`src/source/scan_defines.svh`:
```
`ifndef SCAN_DEFINES_SVH
`define SCAN_DEFINES_SVH

// Number of independent matcher lanes
`define SCAN_LANES 4

// Stream contexts held by each lane
`define STREAM_COUNT 64

// Width of the stream id carried in a header beat
`define STREAM_ID_W 6

// Longest literal pattern in bytes
`define PAT_MAX 8

// Pattern length field and matcher state width
// Must hold the value PAT_MAX
`define LEN_W 4

// Match and drop counters wrap at this width
`define COUNT_W 16

`endif

```
`src/source/scan_pkg.sv`:
```
`include "scan_defines.svh"

package scan_pkg;

  // Kind of beat on the packet input
  typedef enum logic [1:0] {
    BEAT_IDLE = 2'd0,
    BEAT_SOP  = 2'd1,
    BEAT_DATA = 2'd2,
    BEAT_EOP  = 2'd3
  } beat_kind_t;

  // One input beat
  // Stream id and new_stream only meaningful on SOP
  typedef struct packed {
    beat_kind_t              kind;
    logic                    new_stream;
    logic [`STREAM_ID_W-1:0] stream_id;
    logic [7:0]              data;
  } scan_beat_t;

  // Per-lane configuration, pattern byte 0 is the first character
  typedef struct packed {
    logic [`PAT_MAX-1:0][7:0]   pattern;
    logic [`LEN_W-1:0]          length;
    logic [`STREAM_COUNT-1:0]   stream_enable;
  } lane_cfg_t;

  // Word selector inside one lane's register window
  typedef enum logic [2:0] {
    REG_PAT_LO = 3'd0,
    REG_PAT_HI = 3'd1,
    REG_LENGTH = 3'd2,
    REG_EN_LO  = 3'd3,
    REG_EN_HI  = 3'd4,
    REG_COUNT  = 3'd5
  } reg_sel_t;

  // Wishbone classic request and response
  typedef struct packed {
    logic        cyc;
    logic        stb;
    logic        we;
    logic [7:0]  adr;
    logic [31:0] dat;
  } wb_req_t;

  typedef struct packed {
    logic        ack;
    logic [31:0] dat;
  } wb_rsp_t;

endpackage

```
`src/source/stream_dispatcher.sv`:
```
`timescale 1ns/10ps
`include "scan_defines.svh"

module stream_dispatcher
  import scan_pkg::*;
(
  input  logic               clk,
  input  logic               rst_n,
  input  scan_beat_t         beat_in,
  output scan_beat_t         lane_beat,
  output logic [`COUNT_W-1:0] dropped_count
);

  // High between an accepted SOP and its EOP
  logic in_packet;
  // Current input beat breaks the framing rule
  logic stray;

  always_comb
  begin
    case (beat_in.kind)
      // Payload with no open packet
      BEAT_DATA, BEAT_EOP: stray = !in_packet;
      // Header while a packet is still open
      BEAT_SOP:            stray = in_packet;
      default:             stray = 1'b0;
    endcase
  end

  always_ff @(posedge clk)
  begin
    if (!rst_n)
    begin
      in_packet     <= 1'b0;
      lane_beat     <= '0;
      dropped_count <= '0;
    end
    else
    begin
      // Stray beats go out as IDLE so lanes never see them
      if (stray)
      begin
        lane_beat     <= '0;
        dropped_count <= dropped_count + 1'b1;
      end
      else
      begin
        lane_beat <= beat_in;
      end

      // Framing state, a stray SOP keeps the open packet
      if (!stray && beat_in.kind == BEAT_SOP)
        in_packet <= 1'b1;
      else if (!stray && beat_in.kind == BEAT_EOP)
        in_packet <= 1'b0;
    end
  end

  // Lanes must see IDLE right after any reset cycle
  assert property (@(posedge clk) !rst_n |=> lane_beat.kind == BEAT_IDLE)
    else $error("non-idle beat sent to lanes after reset");

endmodule

```
`src/source/literal_matcher.sv`:
```
`timescale 1ns/10ps
`include "scan_defines.svh"

module literal_matcher (
  input  logic [`PAT_MAX-1:0][7:0] cfg_pattern,
  input  logic [`LEN_W-1:0]        cfg_length,
  input  logic [`LEN_W-1:0]        state_cur,
  input  logic [7:0]               data,
  output logic [`LEN_W-1:0]        state_next,
  output logic                     hit
);

  localparam int IDX_W = $clog2(`PAT_MAX);

  // Byte continues the partial match
  logic              advance;
  // State before the restart on a full match
  logic [`LEN_W-1:0] state_cand;

  // States at or past PAT_MAX have no pattern byte to compare
  assign advance = (state_cur < `LEN_W'(`PAT_MAX)) &&
                   (data == cfg_pattern[state_cur[IDX_W-1:0]]);

  always_comb
  begin
    if (advance)
      state_cand = state_cur + 1'b1;
    // Restart rule, mismatch may still begin a new match
    else if (data == cfg_pattern[0])
      state_cand = `LEN_W'(1);
    else
      state_cand = '0;
  end

  // Length zero is an unprogrammed lane and never fires
  assign hit        = (cfg_length != '0) && (state_cand == cfg_length);
  assign state_next = hit ? '0 : state_cand;

endmodule

```
`src/source/stream_context_lane.sv`:
```
`timescale 1ns/10ps
`include "scan_defines.svh"

module stream_context_lane
  import scan_pkg::*;
(
  input  logic                clk,
  input  logic                rst_n,
  input  scan_beat_t          lane_beat,
  input  lane_cfg_t           cfg,
  input  logic                count_clear,
  output logic [`COUNT_W-1:0] match_count
);

  // Saved matcher state per stream
  logic [`LEN_W-1:0]        ctx_mem [`STREAM_COUNT];
  // Stream has a saved state, unsaved streams start from zero
  logic [`STREAM_COUNT-1:0] ctx_valid;

  // Live matcher state for the open packet
  logic [`LEN_W-1:0]        state_cur;
  logic [`LEN_W-1:0]        state_next;
  logic                     hit;

  // Stream id latched from the header beat
  logic [`STREAM_ID_W-1:0]  pkt_stream;
  // A hit was seen earlier in this packet
  logic                     pkt_hit;

  logic                     stream_on;
  logic                     pkt_match;
  logic                     is_eop;

  literal_matcher u_matcher (
    .cfg_pattern (cfg.pattern),
    .cfg_length  (cfg.length),
    .state_cur   (state_cur),
    .data        (lane_beat.data),
    .state_next  (state_next),
    .hit         (hit)
  );

  assign stream_on = cfg.stream_enable[pkt_stream];
  assign is_eop    = (lane_beat.kind == BEAT_EOP);
  // Include a hit on the last byte itself
  assign pkt_match = pkt_hit | hit;

  // Commit the final state only for an enabled stream
  always_ff @(posedge clk)
  begin
    if (is_eop && stream_on)
      ctx_mem[pkt_stream] <= state_next;
  end

  always_ff @(posedge clk)
  begin
    if (!rst_n)
    begin
      state_cur   <= '0;
      pkt_stream  <= '0;
      pkt_hit     <= 1'b0;
      ctx_valid   <= '0;
      match_count <= '0;
    end
    else
    begin
      case (lane_beat.kind)
        BEAT_SOP:
        begin
          pkt_stream <= lane_beat.stream_id;
          pkt_hit    <= 1'b0;
          // Fresh stream or never saved starts at state zero
          if (lane_beat.new_stream || !ctx_valid[lane_beat.stream_id])
            state_cur <= '0;
          else
            state_cur <= ctx_mem[lane_beat.stream_id];
        end
        BEAT_DATA:
        begin
          state_cur <= state_next;
          pkt_hit   <= pkt_match;
        end
        BEAT_EOP:
        begin
          state_cur <= state_next;
          pkt_hit   <= pkt_match;
          if (stream_on)
            ctx_valid[pkt_stream] <= 1'b1;
        end
        default:
        begin
        end
      endcase

      // At most one count per packet, clear from software wins
      if (count_clear)
        match_count <= '0;
      else if (is_eop && stream_on && pkt_match)
        match_count <= match_count + 1'b1;
    end
  end

  // Pattern length from the register block must fit the pattern store
  assert property (@(posedge clk) disable iff (!rst_n)
    lane_beat.kind == BEAT_SOP |-> cfg.length <= `LEN_W'(`PAT_MAX))
    else $error("pattern length above PAT_MAX at packet start");

endmodule

```
`src/source/wb_scan_regs.sv`:
```
`timescale 1ns/10ps
`include "scan_defines.svh"

module wb_scan_regs
  import scan_pkg::*;
(
  input  logic                                 clk,
  input  logic                                 rst_n,
  input  wb_req_t                              wb_in,
  output wb_rsp_t                              wb_out,
  output lane_cfg_t [`SCAN_LANES-1:0]          lane_cfg,
  output logic [`SCAN_LANES-1:0]               count_clear,
  input  logic [`SCAN_LANES-1:0][`COUNT_W-1:0] lane_count,
  input  logic [`COUNT_W-1:0]                  dropped_count
);

  localparam int LANE_SEL_W = $clog2(`SCAN_LANES);
  // Byte address 0x80 as a word index
  localparam logic [5:0] DROP_WORD = 6'h20;

  // Word address splits into lane window and selector
  logic [5:0]            word_adr;
  logic [2:0]            lane_idx;
  logic [LANE_SEL_W-1:0] lane_sel;
  reg_sel_t              sel;
  logic                  lane_hit;
  logic                  drop_hit;

  logic                  req;
  // Request already acked, wait for the master to drop stb
  logic                  served;
  logic                  access;
  logic                  ack_q;
  logic [31:0]           dat_q;
  logic [31:0]           rd_data;

  assign word_adr = wb_in.adr[7:2];
  assign lane_idx = word_adr[5:3];
  assign lane_sel = lane_idx[LANE_SEL_W-1:0];
  assign sel      = reg_sel_t'(word_adr[2:0]);
  assign lane_hit = (lane_idx < 3'(`SCAN_LANES));
  assign drop_hit = (word_adr == DROP_WORD);

  assign req    = wb_in.cyc & wb_in.stb;
  assign access = req & !ack_q & !served;

  // Read mux, unmapped words give zero
  always_comb
  begin
    rd_data = '0;
    if (drop_hit)
      rd_data = 32'(dropped_count);
    else if (lane_hit)
    begin
      case (sel)
        REG_PAT_LO: rd_data = lane_cfg[lane_sel].pattern[3:0];
        REG_PAT_HI: rd_data = lane_cfg[lane_sel].pattern[7:4];
        REG_LENGTH: rd_data = 32'(lane_cfg[lane_sel].length);
        REG_EN_LO:  rd_data = lane_cfg[lane_sel].stream_enable[31:0];
        REG_EN_HI:  rd_data = lane_cfg[lane_sel].stream_enable[63:32];
        REG_COUNT:  rd_data = 32'(lane_count[lane_sel]);
        default:    rd_data = '0;
      endcase
    end
  end

  always_ff @(posedge clk)
  begin
    if (!rst_n)
    begin
      ack_q       <= 1'b0;
      served      <= 1'b0;
      count_clear <= '0;
      lane_cfg    <= '0;
    end
    else
    begin
      ack_q       <= access;
      served      <= req & (served | ack_q);
      count_clear <= '0;
      // Write lands together with the ack
      if (access && wb_in.we && lane_hit)
      begin
        for (int l = 0; l < `SCAN_LANES; l++)
        begin
          if (lane_sel == LANE_SEL_W'(l))
          begin
            case (sel)
              REG_PAT_LO: lane_cfg[l].pattern[3:0]         <= wb_in.dat;
              REG_PAT_HI: lane_cfg[l].pattern[7:4]         <= wb_in.dat;
              REG_LENGTH: lane_cfg[l].length               <= wb_in.dat[`LEN_W-1:0];
              REG_EN_LO:  lane_cfg[l].stream_enable[31:0]  <= wb_in.dat;
              REG_EN_HI:  lane_cfg[l].stream_enable[63:32] <= wb_in.dat;
              REG_COUNT:  count_clear[l]                   <= 1'b1;
              default:
              begin
              end
            endcase
          end
        end
      end
    end
  end

  // Read data captured at the request edge, valid with ack
  always_ff @(posedge clk)
  begin
    if (access)
      dat_q <= rd_data;
  end

  assign wb_out.ack = ack_q;
  assign wb_out.dat = dat_q;

  // Single-cycle ack even when stb is held
  assert property (@(posedge clk) disable iff (!rst_n) wb_out.ack |=> !wb_out.ack)
    else $error("wishbone ack held for two cycles");

endmodule

```
`src/source/packet_scanner_top.sv`:
```
`timescale 1ns/10ps
`include "scan_defines.svh"

module packet_scanner_top
  import scan_pkg::*;
(
  input  logic       clk,
  input  logic       rst_n,
  input  scan_beat_t beat_in,
  input  wb_req_t    wb_in,
  output wb_rsp_t    wb_out
);

  // Framed beat shared by all lanes
  scan_beat_t                           lane_beat;
  logic [`COUNT_W-1:0]                  dropped_count;
  // Register block to lanes and back
  lane_cfg_t [`SCAN_LANES-1:0]          lane_cfg;
  logic [`SCAN_LANES-1:0]               count_clear;
  logic [`SCAN_LANES-1:0][`COUNT_W-1:0] lane_count;

  stream_dispatcher u_dispatcher (
    .clk           (clk),
    .rst_n         (rst_n),
    .beat_in       (beat_in),
    .lane_beat     (lane_beat),
    .dropped_count (dropped_count)
  );

  // One matcher lane per programmable pattern
  for (genvar g = 0; g < `SCAN_LANES; g++)
  begin : g_lane
    stream_context_lane u_lane (
      .clk         (clk),
      .rst_n       (rst_n),
      .lane_beat   (lane_beat),
      .cfg         (lane_cfg[g]),
      .count_clear (count_clear[g]),
      .match_count (lane_count[g])
    );
  end

  wb_scan_regs u_regs (
    .clk           (clk),
    .rst_n         (rst_n),
    .wb_in         (wb_in),
    .wb_out        (wb_out),
    .lane_cfg      (lane_cfg),
    .count_clear   (count_clear),
    .lane_count    (lane_count),
    .dropped_count (dropped_count)
  );

endmodule

```
`config.mk`:
```
export PLATFORM = sky130hd
export DESIGN_NAME = packet_scanner_top
export DESIGN_NICKNAME = d
export VERILOG_FILES = /design/src/source/scan_pkg.sv /design/src/source/stream_dispatcher.sv /design/src/source/literal_matcher.sv /design/src/source/stream_context_lane.sv /design/src/source/wb_scan_regs.sv /design/src/source/packet_scanner_top.sv
export VERILOG_INCLUDE_DIRS = /design/src /design/src/source
export SDC_FILE = /design/constraint.sdc
export NUM_CORES = 2
export LEC_CHECK = 0
export BUFFER_PORTS_ARGS = -buffer_cell sky130_fd_sc_hd__buf_2
export CORE_UTILIZATION = 35
export DETAILED_ROUTE_END_ITERATION = 7
export GPL_TIMING_DRIVEN = 0
export HOLD_SLACK_MARGIN = 0.08
export PLACE_DENSITY = 0.57
export SLEW_MARGIN = 20
export SYNTH_ARGS = -nofsm -noshare
export SYNTH_HDL_FRONTEND = slang
export SYNTH_HIERARCHICAL = 1
export SYNTH_SLANG_ARGS = --single-unit
```
`constraint.sdc`:
```
create_clock -name clk -period 9.2 [get_ports clk]
set_input_delay 2.3 -clock clk [delete_from_list [all_inputs] [get_ports clk]]
set_output_delay 2.3 -clock clk [all_outputs]
set_load 0.03 [all_outputs]
```
==> results_dict.tcl <==
set metrics [dict create \
    synth_ff_type "edfxtp_1" \
    via_count 64760 \
    track_usage_pct 27.54 \
    die-area_sq_um 260800 \
    cts_buffers 216 \
    n_fill_cell 24170 \
    synth_edf_count 1056 \
    slew_viol_final 0 \
    hold_viol 0 \
    synth_largest_type_area_fraction_pct 35.02 \
    worst_path_required_time_ns 10.00 \
    cellPowerDensity_nw_per_um2 188.7 \
    postSynthRegisterBits 1988 \
    critical_path.max_fanout 10 \
    synth_seq_area_share_pct 55.62 \
    pin_count 95 \
    period_share_pct 57.77 \
    timing.clock.skew_ns 0.08967 \
    chipWidth_um 510.7 \
    worstReg2RegEnd "g_lane[3].u_lane/match_count[10]" \
    routed_via_density 6.062 \
    max-clock-path-buffers 3 \
    drt_first_iter_violations 8531 \
    globalRoute.totalOverflow 0 \
    achievable-frequency_ghz 0.1882 \
    async_flop_share_pct 0 \
    synth_cell_types 108 \
    top_layer_used "met5" \
    cts_sinks 1988 \
    finalSetupTns_ns 0 \
    path_class "flip-flop to flip-flop" \
    post_synth_main_area_contributors "edfxtp_1, dfxtp_1, mux4_2" \
    number_of_global_route_vias_before_repair 61710 \
    cts_root_buffer "clkbuf_16" \
    clock_tree.htree_level_count 4 \
    run_status "completed" \
    synth_top_area_cell "edfxtp_1" \
    regToRegStartpoint "g_lane[3].u_lane/state_cur[0]" \
    finalWirelength_mm 368.4 \
    grt_max_degree 66 \
    power_mw 19.54 \
    tritoncts_clock_tree "yes" \
    worst_ir_drop_vdd_mv 0.1981 \
    grt_pass1_wl_mm 505.1 \
    maxCapViolCount 0 \
    synthesis.area_per_instance_sq_um 13.33 \
    post-route-cell-area_sq_um 103600 \
    remaining_drc_errors 0 \
    hold_class "flip-flop to flip-flop" \
    cts_resized 0 \
    crit_arrival_ns 6.11 \
    gp_routability_congestion 1.029 \
    drt-wirelength-per-cell_um 34.49 \
    rsz_0062_raised_after_global_routing "no" \
    die-height_um 510.7 \
    reg2reg_setup_slack_ns 3.89 \
    syn-num-nets 6863 \
    critPathLaunchType "flip-flop" \
    leak_nw 33.44 \
    routed-wl-met2_mm 160.4 \
    io_buffer_count 63 \
    yosysWarnings 6 \
    drt_pre_antenna_iters 6 \
    area_growth_pct 14.36 \
    detailed_place_hpwl_mm 276.3 \
    fin_nets 7173 \
    r2r.worst_path.cells 13 \
    floorplan.rows 186 \
    core_area_sq_um 256900 \
    dr_wl_met3_mm 34.91 \
    postCtsSetupBuffers 0 \
    grt_antenna_before_repair 63 \
    crit_path_end_kind "flip-flop" \
    synth_cells 6792 \
    max_slew.worst_pin.slew_ns 1.324 \
    start_util_pct 35.25 \
    clk_pin_slew_worst_paths_ns 0.06 \
    synth_area_sq_um 90560 \
    cts.hold.buffers_added 0 \
    route.layer.met1.wl_mm 155.8 \
    antenna_violating_nets_left 0 \
    worstHoldStart "g_lane[0].u_lane/ctx_valid[18]" \
    setup_viol 0 \
    worstHoldPathCells 2 \
    final.min_clock_period_ns 5.314 \
    worst_relative_slew_slack_pct 11.75 \
    clock_insertion_delay_worst_skew_ns 0.96 \
    hold_end "g_lane[0].u_lane/ctx_valid[18]" \
    placedInstanceArea_sq_um 96020 \
    drive_above_1_share_pct 20.45 \
]
==> worst max-delay path, cell delays in order (launching register included) <==
cell and delay, ns:
dfxtp_1 0.89, buf_2 0.58, mux2i_1 0.53, a22o_1 0.22
nor3_1 0.05, or4b_1 0.61, or4_4 0.51, a211oi_1 0.19
a41o_1 0.27, o21ai_0 0.31, nor3_1 0.48, nand4_1 0.15
a21oi_1 0.18, mux2i_1 0.21
==> logic make-up after synthesis <==
| logic type | synth area share (%) |
|---|---|
| buffers and inverters | 3.355 |
| AND/OR/NAND/NOR | 11.09 |
| XOR/XNOR | 0.6480 |
| adder cells (fa/ha/maj) | 0.1244 |
| multiplexers | 22.00 |
| AO/OA/AOI/OAI | 7.164 |
| flip-flops | 55.62 |
==> layer usage <==
metal | GRT usage, % | vias up
li1 | - | 26750
met1 | 38.39 | 33870
met2 | 41.06 | 3521
met3 | 6.156 | 604
met4 | 11.73 | 16
met5 | 0 | -
==> cell usage after synthesis (80+ instances only) <==
cell type  instances
nor2b_1          295
dfxtp_1          932
a22oi_1           88
clkbuf_1         281
o21a_1            93
a22o_1            87
a21oi_1          142
o22ai_1           80
o21ai_0           82
nor2_1           179
buf_2            166
nand2_1          653
nor4_1           126
mux2i_1          840
mux4_2           487
nand3_1           86
edfxtp_1        1056
==> layout make-up <==
class | count | area [sq um] | share of cell area, %
multi-input cells | 4179 | 37560 | 36.27
clock inverters | 119 | 1478 | 1.427
flip-flops and latches | 1988 | 50390 | 48.65
repair buffers | 92 | 915.9 | 0.8843
inverters | 53 | 198.9 | 0.1921
well taps | 3384 | 4234 | 4.088
diodes | 13 | 32.53 | 0.03141
plain buffers | 572 | 2870 | 2.771
clock buffers | 282 | 5886 | 5.683
==> per-stage QoR <==
stage          utilization (%)  hold slack (ns)  std cells  worst slack, ns
2_1_floorplan                -           0.4144       6792            5.208
3_3_place_gp             37.02           0.4250      10240            3.028
3_5_place_dp             37.37           0.4353      10270            3.399
4_1_cts                  40.24           0.4513      10670            4.042
5_1_grt                  40.30           0.4695      10670            3.811
6_report                 40.31           0.4565      10680            3.886
==> where the power goes <==
group	switching (mW)	internal (mW)
Clock	3.86	5.11
Combinational	0.811	0.327
Sequential	0.0599	9.37
Total	4.73	14.8
==> cells in the final DEF (no fill, tap or decap), types with 70 or more instances in the layout <==
master,n
o21ai_0,81
nand3_1,86
mux2i_1,840
edfxtp_1,1056
nor4_1,80
nand2_1,653
nor3_1,70
dfxtp_1,917
mux4_2,487
nor2b_1,295
buf_2,231
o22ai_1,80
nor4_2,94
a22oi_1,88
clkbuf_16,217
o21a_1,93
nor2_1,179
clkbuf_1,303
a21oi_1,142
and3_1,79
a22o_1,87
==> registers in the layout (all words and copies together) (netlist names), 4 cells and up <==
name and count:
g_lane.u_lane/state_cur 16, g_lane.u_lane/ctx_valid 256, u_regs/lane_cfg 528, g_lane.u_lane/pkt_stream 24
u_regs/count_clear 4, g_lane.u_lane/match_count 64, u_dispatcher/lane_beat 17, g_lane.u_lane/pkt_hit 4
u_regs/dat_q 32, u_dispatcher/dropped_count 16, g_lane.u_lane/ctx_mem 1024
==> how the worst max path moves through the flow <==
stage	startpoint	endpoint	slack [ns]	depth (start not counted)
2_1_floorplan	wb_in[42]	u_regs/lane_cfg[265]	5.21	7
3_3_place_gp	g_lane[3].u_lane/state_cur[0]	g_lane[3].u_lane/ctx_mem[16][1]	3.03	8
3_5_place_dp	rst_n	u_regs/count_clear[1]	3.40	6
4_1_cts	g_lane[3].u_lane/state_cur[0]	g_lane[3].u_lane/match_count[10]	4.04	13
5_1_grt	g_lane[3].u_lane/state_cur[0]	g_lane[3].u_lane/match_count[10]	3.81	13
6_report	g_lane[3].u_lane/state_cur[0]	g_lane[3].u_lane/match_count[10]	3.89	13
Power figures use the tool's default switching activity.
